===== src/opl3_slot_config.svh =====
//********************
// sizes and register window bases for the slot scheduler
// include in any file that needs slot counts or window geometry
//********************
`ifndef OPL3_SLOT_CONFIG_SVH
`define OPL3_SLOT_CONFIG_SVH

`define NUM_BANKS        2
`define OPS_PER_BANK     18
`define NUM_SLOTS        (`NUM_BANKS * `OPS_PER_BANK)
`define SLOT_CYCLES      2        // cycles per operator slot
`define OP_WIN_DEPTH     'h16     // operator window span
`define CH_WIN_DEPTH     9        // channel window span
`define WIN_MODE_BASE    'h20
`define WIN_LEVEL_BASE   'h40
`define WIN_FNUM_LO_BASE 'hA0
`define WIN_KON_BASE     'hB0
`define WIN_FB_CNT_BASE  'hC0
`define CONN_SEL_WIDTH   6        // three 4-op pair bits per bank

`endif


===== src/opl3_slot_pkg.sv =====
//********************
// shared types for the slot scheduler and register fetch
// register payload layouts follow the chip's bit order, msb first
//********************
package opl3_slot_pkg;

    typedef logic       bank_t;
    typedef logic [4:0] op_num_t;   // 0..17 within a bank
    typedef logic [4:0] op_addr_t;  // operator register offset
    typedef logic [3:0] ch_addr_t;  // channel index 0..8

    typedef struct packed {
        logic       am;    // tremolo
        logic       vib;   // vibrato
        logic       egt;   // sustain vs decay envelope
        logic       ksr;   // key scale rate
        logic [3:0] mult;  // frequency multiplier
    } op_mode_t;

    typedef struct packed {
        logic [1:0] ksl;   // key scale level
        logic [5:0] tl;    // total level
    } op_level_t;

    typedef logic [7:0] fnum_lo_t;

    typedef struct packed {
        logic       kon;
        logic [2:0] block;    // octave
        logic [1:0] fnum_hi;
    } kon_block_t;

    typedef struct packed {
        logic [2:0] fb;    // feedback depth
        logic       cnt;   // connection
    } fb_cnt_t;

    typedef enum logic [2:0] {
        OP_NORMAL,
        OP_BASS_DRUM,
        OP_HI_HAT,
        OP_TOM_TOM,
        OP_SNARE_DRUM,
        OP_TOP_CYMBAL
    } operator_t;

endpackage


===== src/opl3_slot_sequencer.sv =====
//********************
// walks the 36 operator slots once per sample strobe
// bank 0 first, then bank 1; one read strobe per slot
//********************
`timescale 1ns/100ps
`include "opl3_slot_config.svh"

module opl3_slot_sequencer (
    input  logic                   clk,
    input  logic                   reset,
    input  logic                   sample_clk_en,
    output opl3_slot_pkg::bank_t   bank,
    output opl3_slot_pkg::op_num_t op_num,
    output logic                   rd_en
);
    import opl3_slot_pkg::*;

    localparam int STATE_W = $clog2(`NUM_SLOTS + 1);
    localparam int CYC_W   = $clog2(`SLOT_CYCLES);

    logic [STATE_W-1:0] state;       // 0 idle, 1..36 active slot
    logic [CYC_W-1:0]   cyc_cnt;     // cycle within slot
    logic               last_cycle;

    assign last_cycle = (cyc_cnt == CYC_W'(`SLOT_CYCLES - 1));

    always_ff @(posedge clk) begin
        if (reset) begin
            state   <= '0;
            cyc_cnt <= '0;
        end else if (state == '0) begin
            cyc_cnt <= '0;
            if (sample_clk_en)
                state <= STATE_W'(1);
        end else if (last_cycle) begin
            cyc_cnt <= '0;
            state   <= (state == STATE_W'(`NUM_SLOTS)) ? '0 : state + 1'b1;
        end else begin
            cyc_cnt <= cyc_cnt + 1'b1;     // strobes during a pass fall through here
        end
    end

    assign bank = bank_t'(state > STATE_W'(`OPS_PER_BANK));

    always_comb begin
        if (state == '0)
            op_num = '0;
        else if (bank)
            op_num = op_num_t'(state - STATE_W'(`OPS_PER_BANK + 1));
        else
            op_num = op_num_t'(state - STATE_W'(1));
    end

    assign rd_en = (state != '0) && (cyc_cnt == '0);   // first cycle of slot

endmodule


===== src/slot_address_map.sv =====
//********************
// maps a bank/operator pair to register offsets and channel indices
// also decodes 4-op pairing and rhythm mode into type and feedback use
//********************
`timescale 1ns/100ps
`include "opl3_slot_config.svh"

module slot_address_map (
    input  logic                      bank,
    input  opl3_slot_pkg::op_num_t    op_num,
    input  logic [`CONN_SEL_WIDTH-1:0] connection_sel,
    input  logic                      ryt,
    output opl3_slot_pkg::op_addr_t   op_addr,
    output opl3_slot_pkg::ch_addr_t   ch_addr,
    output opl3_slot_pkg::ch_addr_t   fb_ch_addr,
    output opl3_slot_pkg::operator_t  op_type,
    output logic                      use_feedback
);
    import opl3_slot_pkg::*;

    localparam int PAIRS = `CONN_SEL_WIDTH / 2;

    logic [1:0]       group;      // 0: ops 0-5, 1: ops 6-11, 2: ops 12-17
    logic [2:0]       sub;        // position inside group
    logic [1:0]       lane;       // channel inside group
    logic [PAIRS-1:0] pair_bits;
    logic             pair_bit;
    logic             rhythm;

    always_comb begin
        if (op_num < op_num_t'(6)) begin
            group = 2'd0;
            sub   = op_num[2:0];
        end else if (op_num < op_num_t'(12)) begin
            group = 2'd1;
            sub   = 3'(op_num - op_num_t'(6));
        end else begin
            group = 2'd2;
            sub   = 3'(op_num - op_num_t'(12));
        end
        lane = (sub >= 3'd3) ? 2'(sub - 3'd3) : sub[1:0];   // ops n and n+3 share
    end

    assign pair_bits = connection_sel[bank * PAIRS +: PAIRS];
    assign pair_bit  = pair_bits[lane];
    assign rhythm    = (bank == 1'b0) && ryt;

    // offsets skip 6,7 and 14,15 in each operator window
    assign op_addr    = {group, sub};
    assign fb_ch_addr = ch_addr_t'({2'b00, group} * 4'd3 + {2'b00, lane});
    // paired ops read f-number and key-on from the partner channel
    assign ch_addr    = (group == 2'd1 && pair_bit) ? ch_addr_t'(lane) : fb_ch_addr;

    always_comb begin
        use_feedback = 1'b0;
        unique case (group)
            2'd0:    use_feedback = (sub < 3'd3);
            2'd1:    use_feedback = (sub < 3'd3) && !pair_bit;
            default: begin
                if (sub == 3'd0)
                    use_feedback = 1'b1;
                else if (sub < 3'd3)
                    use_feedback = !rhythm;      // hi-hat and tom-tom slots
            end
        endcase
    end

    always_comb begin
        op_type = OP_NORMAL;
        if (rhythm && group == 2'd2) begin
            unique case (sub)
                3'd0, 3'd3: op_type = OP_BASS_DRUM;
                3'd1:       op_type = OP_HI_HAT;
                3'd2:       op_type = OP_TOM_TOM;
                3'd4:       op_type = OP_SNARE_DRUM;
                3'd5:       op_type = OP_TOP_CYMBAL;
                default:    op_type = OP_NORMAL;
            endcase
        end
    end

endmodule


===== src/bank_reg_mem.sv =====
//********************
// one banked register window with its own write decode
// read is registered and returns the old value on a same-entry write
//********************
`timescale 1ns/100ps
`include "opl3_slot_config.svh"

module bank_reg_mem #(
    parameter type payload_t = logic [7:0],
    parameter int  BASE      = 0,
    parameter int  DEPTH     = 1
) (
    input  logic                       clk,
    input  logic                       reset,
    input  logic                       reg_wr_valid,
    input  opl3_slot_pkg::bank_t       reg_wr_bank,
    input  logic [7:0]                 reg_wr_address,
    input  logic [7:0]                 reg_wr_data,
    input  logic                       rd_en,
    input  opl3_slot_pkg::bank_t       rd_bank,
    input  logic [$clog2(DEPTH)-1:0]   rd_addr,
    output payload_t                   rd_data
);
    localparam int AW = $clog2(DEPTH);
    localparam int PW = $bits(payload_t);

    payload_t        mem [`NUM_BANKS][DEPTH];
    logic            wr_hit;
    logic [AW-1:0]   wr_idx;

    assign wr_hit = reg_wr_valid && int'(reg_wr_address) >= BASE
                    && int'(reg_wr_address) < BASE + DEPTH;
    assign wr_idx = AW'(reg_wr_address - 8'(BASE));

    always_ff @(posedge clk) begin
        if (reset) begin
            for (int b = 0; b < `NUM_BANKS; b++) begin
                for (int i = 0; i < DEPTH; i++)
                    mem[b][i] <= '0;
            end
        end else if (wr_hit) begin
            mem[reg_wr_bank][wr_idx] <= payload_t'(reg_wr_data[PW-1:0]);   // low bits only
        end
    end

    always_ff @(posedge clk) begin
        if (rd_en)
            rd_data <= mem[rd_bank][rd_addr];
    end

endmodule


===== src/slot_param_stage.sv =====
//********************
// registers slot identity in step with the window reads
// so each record leaves with its payloads; flags the end of a pass
//********************
`timescale 1ns/100ps
`include "opl3_slot_config.svh"

module slot_param_stage (
    input  logic                     clk,
    input  logic                     reset,
    input  logic                     rd_en,
    input  opl3_slot_pkg::bank_t     bank,
    input  opl3_slot_pkg::op_num_t   op_num,
    input  opl3_slot_pkg::operator_t op_type,
    input  logic                     use_feedback,
    output logic                     slot_valid,
    output opl3_slot_pkg::bank_t     slot_bank,
    output opl3_slot_pkg::op_num_t   slot_op_num,
    output opl3_slot_pkg::operator_t slot_op_type,
    output logic                     slot_use_feedback,
    output logic                     slots_done
);
    import opl3_slot_pkg::*;

    always_ff @(posedge clk) begin
        if (reset) begin
            slot_valid <= 1'b0;
            slots_done <= 1'b0;
        end else begin
            slot_valid <= rd_en;
            slots_done <= slot_valid && slot_bank == bank_t'(`NUM_BANKS - 1)
                          && slot_op_num == op_num_t'(`OPS_PER_BANK - 1);   // last slot
        end
    end

    always_ff @(posedge clk) begin
        if (rd_en) begin
            slot_bank         <= bank;
            slot_op_num       <= op_num;
            slot_op_type      <= op_type;
            slot_use_feedback <= use_feedback;
        end
    end

endmodule


===== src/opl3_slot_control.sv =====
//********************
// slot scheduler and register fetch top level
// register writes go in, one parameter record per slot comes out
//********************
`timescale 1ns/100ps
`include "opl3_slot_config.svh"

module opl3_slot_control (
    input  logic                       clk,
    input  logic                       reset,
    input  logic                       reg_wr_valid,
    input  opl3_slot_pkg::bank_t       reg_wr_bank,
    input  logic [7:0]                 reg_wr_address,
    input  logic [7:0]                 reg_wr_data,
    input  logic                       sample_clk_en,
    input  logic [`CONN_SEL_WIDTH-1:0] connection_sel,
    input  logic                       ryt,
    output logic                       slot_valid,
    output opl3_slot_pkg::bank_t       slot_bank,
    output opl3_slot_pkg::op_num_t     slot_op_num,
    output opl3_slot_pkg::operator_t   slot_op_type,
    output logic                       slot_use_feedback,
    output opl3_slot_pkg::op_mode_t    op_mode,
    output opl3_slot_pkg::op_level_t   op_level,
    output opl3_slot_pkg::fnum_lo_t    fnum_lo,
    output opl3_slot_pkg::kon_block_t  kon_block,
    output opl3_slot_pkg::fb_cnt_t     fb_cnt,
    output logic                       slots_done
);
    import opl3_slot_pkg::*;

    bank_t     bank;
    op_num_t   op_num;
    logic      rd_en;
    op_addr_t  op_addr;
    ch_addr_t  ch_addr;
    ch_addr_t  fb_ch_addr;     // own channel, even when paired
    operator_t op_type;
    logic      use_feedback;

    opl3_slot_sequencer u_seq (
        .clk, .reset, .sample_clk_en, .bank, .op_num, .rd_en
    );

    slot_address_map u_map (
        .bank, .op_num, .connection_sel, .ryt,
        .op_addr, .ch_addr, .fb_ch_addr, .op_type, .use_feedback
    );

    bank_reg_mem #(.payload_t(op_mode_t), .BASE(`WIN_MODE_BASE), .DEPTH(`OP_WIN_DEPTH))
    u_mode_mem (
        .clk, .reset, .reg_wr_valid, .reg_wr_bank, .reg_wr_address, .reg_wr_data,
        .rd_en, .rd_bank(bank), .rd_addr(op_addr), .rd_data(op_mode)
    );

    bank_reg_mem #(.payload_t(op_level_t), .BASE(`WIN_LEVEL_BASE), .DEPTH(`OP_WIN_DEPTH))
    u_level_mem (
        .clk, .reset, .reg_wr_valid, .reg_wr_bank, .reg_wr_address, .reg_wr_data,
        .rd_en, .rd_bank(bank), .rd_addr(op_addr), .rd_data(op_level)
    );

    bank_reg_mem #(.payload_t(fnum_lo_t), .BASE(`WIN_FNUM_LO_BASE), .DEPTH(`CH_WIN_DEPTH))
    u_fnum_lo_mem (
        .clk, .reset, .reg_wr_valid, .reg_wr_bank, .reg_wr_address, .reg_wr_data,
        .rd_en, .rd_bank(bank), .rd_addr(ch_addr), .rd_data(fnum_lo)
    );

    bank_reg_mem #(.payload_t(kon_block_t), .BASE(`WIN_KON_BASE), .DEPTH(`CH_WIN_DEPTH))
    u_kon_mem (
        .clk, .reset, .reg_wr_valid, .reg_wr_bank, .reg_wr_address, .reg_wr_data,
        .rd_en, .rd_bank(bank), .rd_addr(ch_addr), .rd_data(kon_block)
    );

    bank_reg_mem #(.payload_t(fb_cnt_t), .BASE(`WIN_FB_CNT_BASE), .DEPTH(`CH_WIN_DEPTH))
    u_fb_cnt_mem (
        .clk, .reset, .reg_wr_valid, .reg_wr_bank, .reg_wr_address, .reg_wr_data,
        .rd_en, .rd_bank(bank), .rd_addr(fb_ch_addr), .rd_data(fb_cnt)
    );

    slot_param_stage u_stage (
        .clk, .reset, .rd_en, .bank, .op_num, .op_type, .use_feedback,
        .slot_valid, .slot_bank, .slot_op_num, .slot_op_type, .slot_use_feedback,
        .slots_done
    );

endmodule


===== config.mk =====
export PLATFORM = sky130hd
export DESIGN_NAME = opl3_slot_control
export DESIGN_NICKNAME = d
export VERILOG_FILES = /design/src/opl3_slot_pkg.sv /design/src/opl3_slot_sequencer.sv /design/src/slot_address_map.sv /design/src/bank_reg_mem.sv /design/src/slot_param_stage.sv /design/src/opl3_slot_control.sv
export VERILOG_INCLUDE_DIRS = /design/src
export SDC_FILE = /design/constraint.sdc
export NUM_CORES = 2
export LEC_CHECK = 0
export BUFFER_PORTS_ARGS = -buffer_cell sky130_fd_sc_hd__buf_4
export CAP_MARGIN = 20
export CELL_PAD_IN_SITES_DETAIL_PLACEMENT = 0
export CELL_PAD_IN_SITES_GLOBAL_PLACEMENT = 2
export CORE_MARGIN = 3
export CORE_UTILIZATION = 47
export DETAILED_ROUTE_END_ITERATION = 6
export GPL_ROUTABILITY_DRIVEN = 0
export PLACE_DENSITY_LB_ADDON = 0.1
export SKIP_LAST_GASP = 1
export SYNTH_ARGS = -nofsm -noshare
export SYNTH_HDL_FRONTEND = slang
export SYNTH_SLANG_ARGS = --single-unit

===== constraint.sdc =====
create_clock -name clk -period 18.29 [get_ports clk]
set_input_delay 0.9145 -clock clk [delete_from_list [all_inputs] [get_ports clk]]
set_output_delay 0.9145 -clock clk [all_outputs]
set_load 0.1 [all_outputs]

==> impl_metrics.ini <==
[sta]
period_share_pct = 57.4
finalSetupTns_ps = 0
rsz0062_at_grt = false
skew_ps = 28.4
finalHoldWorstSlack_ps = 543
worst_slew_pin_slew_ps = 1160
final-hold-violation-count = 0
max_freq_mhz = 95.2
drv_slew = 0
finalCriticalPeriod_ps = 10500
relSlewSlack_pct = 21.8
setup_viol = 0

[clocking]
cts_tree = yes
numCtsBuffers = 115
clk_path_buf_depth = 3
postCtsSetupRepairBufs = 0
cts_root_buf = clkbuf_16
hold_buffers = 0
htree_levels = 3
cts_resized = 0
cts_sinks = 1081
clkTransAtPathRegs_ps = 60
clock_latency_ps = 700

[placed_design]
place_inst = 5088
io_buffers = 73
hpwl_um = 94200

[critical_path]
crit_arrival_ps = 10910
path_class = reg2reg
cpMaxStageDelayCell = ha_1
path_max_fanout = 163
endpoint_kind = flip-flop
startpoint_type = flip-flop
critPathBufInv = 5
cp_top_family = compound AO/OA/AOI/OAI gates
worstPathRequired_ps = 18700
cpMostUsedCell = ha_1
critPathMaxStageDelay_ps = 1030

[synth]
synthCells = 3856
synth_area_leaders = edfxtp_1 (67%), and2_1 (7.3%), nand2_1 (6.1%)
syn-cell-area_sq_um = 48200
synth-main-ff-cell = edfxtp_1
seq_area_frac_synth_pct = 67.2
synth.avg_cell_area_sq_um = 12.5
synth_edf_count = 1072
yosysTopAreaCellShare_pct = 66.8
synth_top_area_cell = edfxtp_1
syn-num-nets = 3898
yosysWarnings = 0
async_flop_share_pct = 0
ys_ff_latch = 1081
synth_cell_types = 74

[pwr]
pwr_density_cell_nw_per_um2 = 113
p_total_uw = 6120
p_leak_uw = 0.0191
vdd_drop_max_uv = 94.6

[routing]
antenna_left = 0
wl_um = 148000
vias_per_cell = 5.92
vias = 31610
firstDrtPassIters = 6
drc_errors = 0
wl_per_cell_um = 27.7
drtIter0Drc = 3478

[worst_hold_path]
min_path_type = reg2reg

[floorplanning]
io_pins = 74
fp.dieArea_sq_um = 106000
start_util_pct = 47.8
rows = 116
core-area_sq_um = 101000
die_h_um = 326
fp.dieW_um = 326

[final_layout]
finalNonFillerCells = 5342
fin_util_pct = 53.6
areaGrowthSynthToFinish_pct = 12.3
nFillCells = 8547
final_nets = 3927
drive_above_1_share_pct = 12.3

[grt]
grt-ovfl-total = 0
antenna_found_initial = 8
grt_first_pass_wirelength_um = 217000
grt_max_degree = 168
grt_util_all_layers_pct = 27.6
grt_pass1_vias = 31462

[outcome]
status = completed

[run]
cap_violations = 0
synth_stat cells (9+ instances only):
cell type / number
nand3_1: 228
mux2_2: 18
a21oi_1: 78
nor3_1: 24
o22a_1: 13
dfxtp_1: 9
or2_2: 9
mux2i_1: 34
and2_1: 561
nor2_1: 120
a311oi_1: 91
o21ai_0: 118
edfxtp_1: 1072
and3_1: 71
nand2b_1: 11
a22oi_1: 25
inv_1: 19
buf_1: 21
ha_1: 12
a31oi_1: 66
buf_2: 10
nand2_1: 777
nand4_1: 17
o221ai_1: 11
clkbuf_1: 252
o22ai_1: 11
o31ai_1: 9
mux4_2: 62
stage by stage:
step	setup slack [ps]	area, sq um
2_1_floorplan	8960	48200
3_3_place_gp	8210	50000
3_5_place_dp	7880	50100
4_1_cts	7770	53800
5_1_grt	6970	54100
6_report	7790	54100
cell families after synthesis:
| kind of cell | Yosys count | synth area share [%] |
|---|---|---|
| xor gates and xnor gates | 7 | 0.127 |
| DFF | 1081 | 67.2 |
| buffers and inverters | 311 | 2.53 |
| muxes | 124 | 4.28 |
| and+or+nand+nor | 1849 | 18.8 |
| AOI/OAI and AO/OA | 470 | 6.70 |
| adders and majority gates | 14 | 0.395 |
layout by cell type (no fill, tap or decap), types with 66 or more instances in the layout:
master	synthesis	routed
edfxtp_1	1072	1072
nand2_1	777	776
and2_1	561	561
nand3_1	228	228
buf_4	0	157
nor2_1	120	118
o21ai_0	118	116
clkbuf_16	0	116
a311oi_1	91	91
a21oi_1	78	76
and3_1	71	71
a31oi_1	66	66
per-layer routing:
| metal | up-vias | wire length (um) | GRT usage [%] |
|---|---|---|---|
| li1 | 14089 | - | - |
| met3 | 204 | 9500 | 3.89 |
| met4 | 2 | 3930 | 7.80 |
| met5 | - | 13 | 0 |
| met2 | 1177 | 70600 | 45.0 |
| met1 | 16138 | 63800 | 39.0 |
worst register-to-register path, delay by kind of cell, from the launching register on:
family                   cells  cell delay, ps
AO/OA/AOI/OAI               10            2900
adder cells (fa/ha/maj)      5            2670
buffers and inverters        5            2250
XOR/XNOR                     1             820
AND/OR/NAND/NOR              6             770
multiplexers                 1             440
flip-flops                   1             380
where the power goes:
part / leakage, uW / switching, uW / internal [uW] / total [uW]
registers: 0.0102 / 54.2 / 2880 / 2940
clock network: 0.00183 / 978 / 1340 / 2320
logic: 0.00698 / 616 / 252 / 868
layout make-up:
| type | count | area (sq um) | share of cell area (%) |
|---|---|---|---|
| antenna | 1 | 2.50 | 0.00463 |
| clock buffer | 133 | 2970 | 5.49 |
| clock inverter | 83 | 757 | 1.40 |
| inverter | 23 | 97.6 | 0.180 |
| multi-input combinational | 2464 | 14700 | 27.1 |
| sequential | 1081 | 32400 | 59.9 |
| tap | 1357 | 1700 | 3.14 |
| timing repair buffer | 200 | 1530 | 2.82 |
path summary, 6_finish.rpt:
check	slack, ps	to	cells past startpoint	from
min reg2reg	540	u_stage.slots_done$_SDFF_PP0_	1	u_stage.slot_bank$_DFFE_PP_
max	7790	u_fnum_lo_mem.rd_data[6]$_DFFE_PP_	28	u_seq.state[0]$_SDFFE_PP0P_
min	540	u_stage.slots_done$_SDFF_PP0_	1	u_stage.slot_bank$_DFFE_PP_
max reg2reg	7790	u_fnum_lo_mem.rd_data[6]$_DFFE_PP_	28	u_seq.state[0]$_SDFFE_PP0P_
sequential cells by signal, summed over array words and instances (netlist names), 8 cells and up:
signal and count:
u_fb_cnt_mem.mem 72, u_fnum_lo_mem.mem 144, u_mode_mem.mem 352, u_level_mem.rd_data 8
u_fnum_lo_mem.rd_data 8, u_mode_mem.rd_data 8, u_level_mem.mem 352, u_kon_mem.mem 108
No activity file was read; power rests on OpenSTA's default activity.
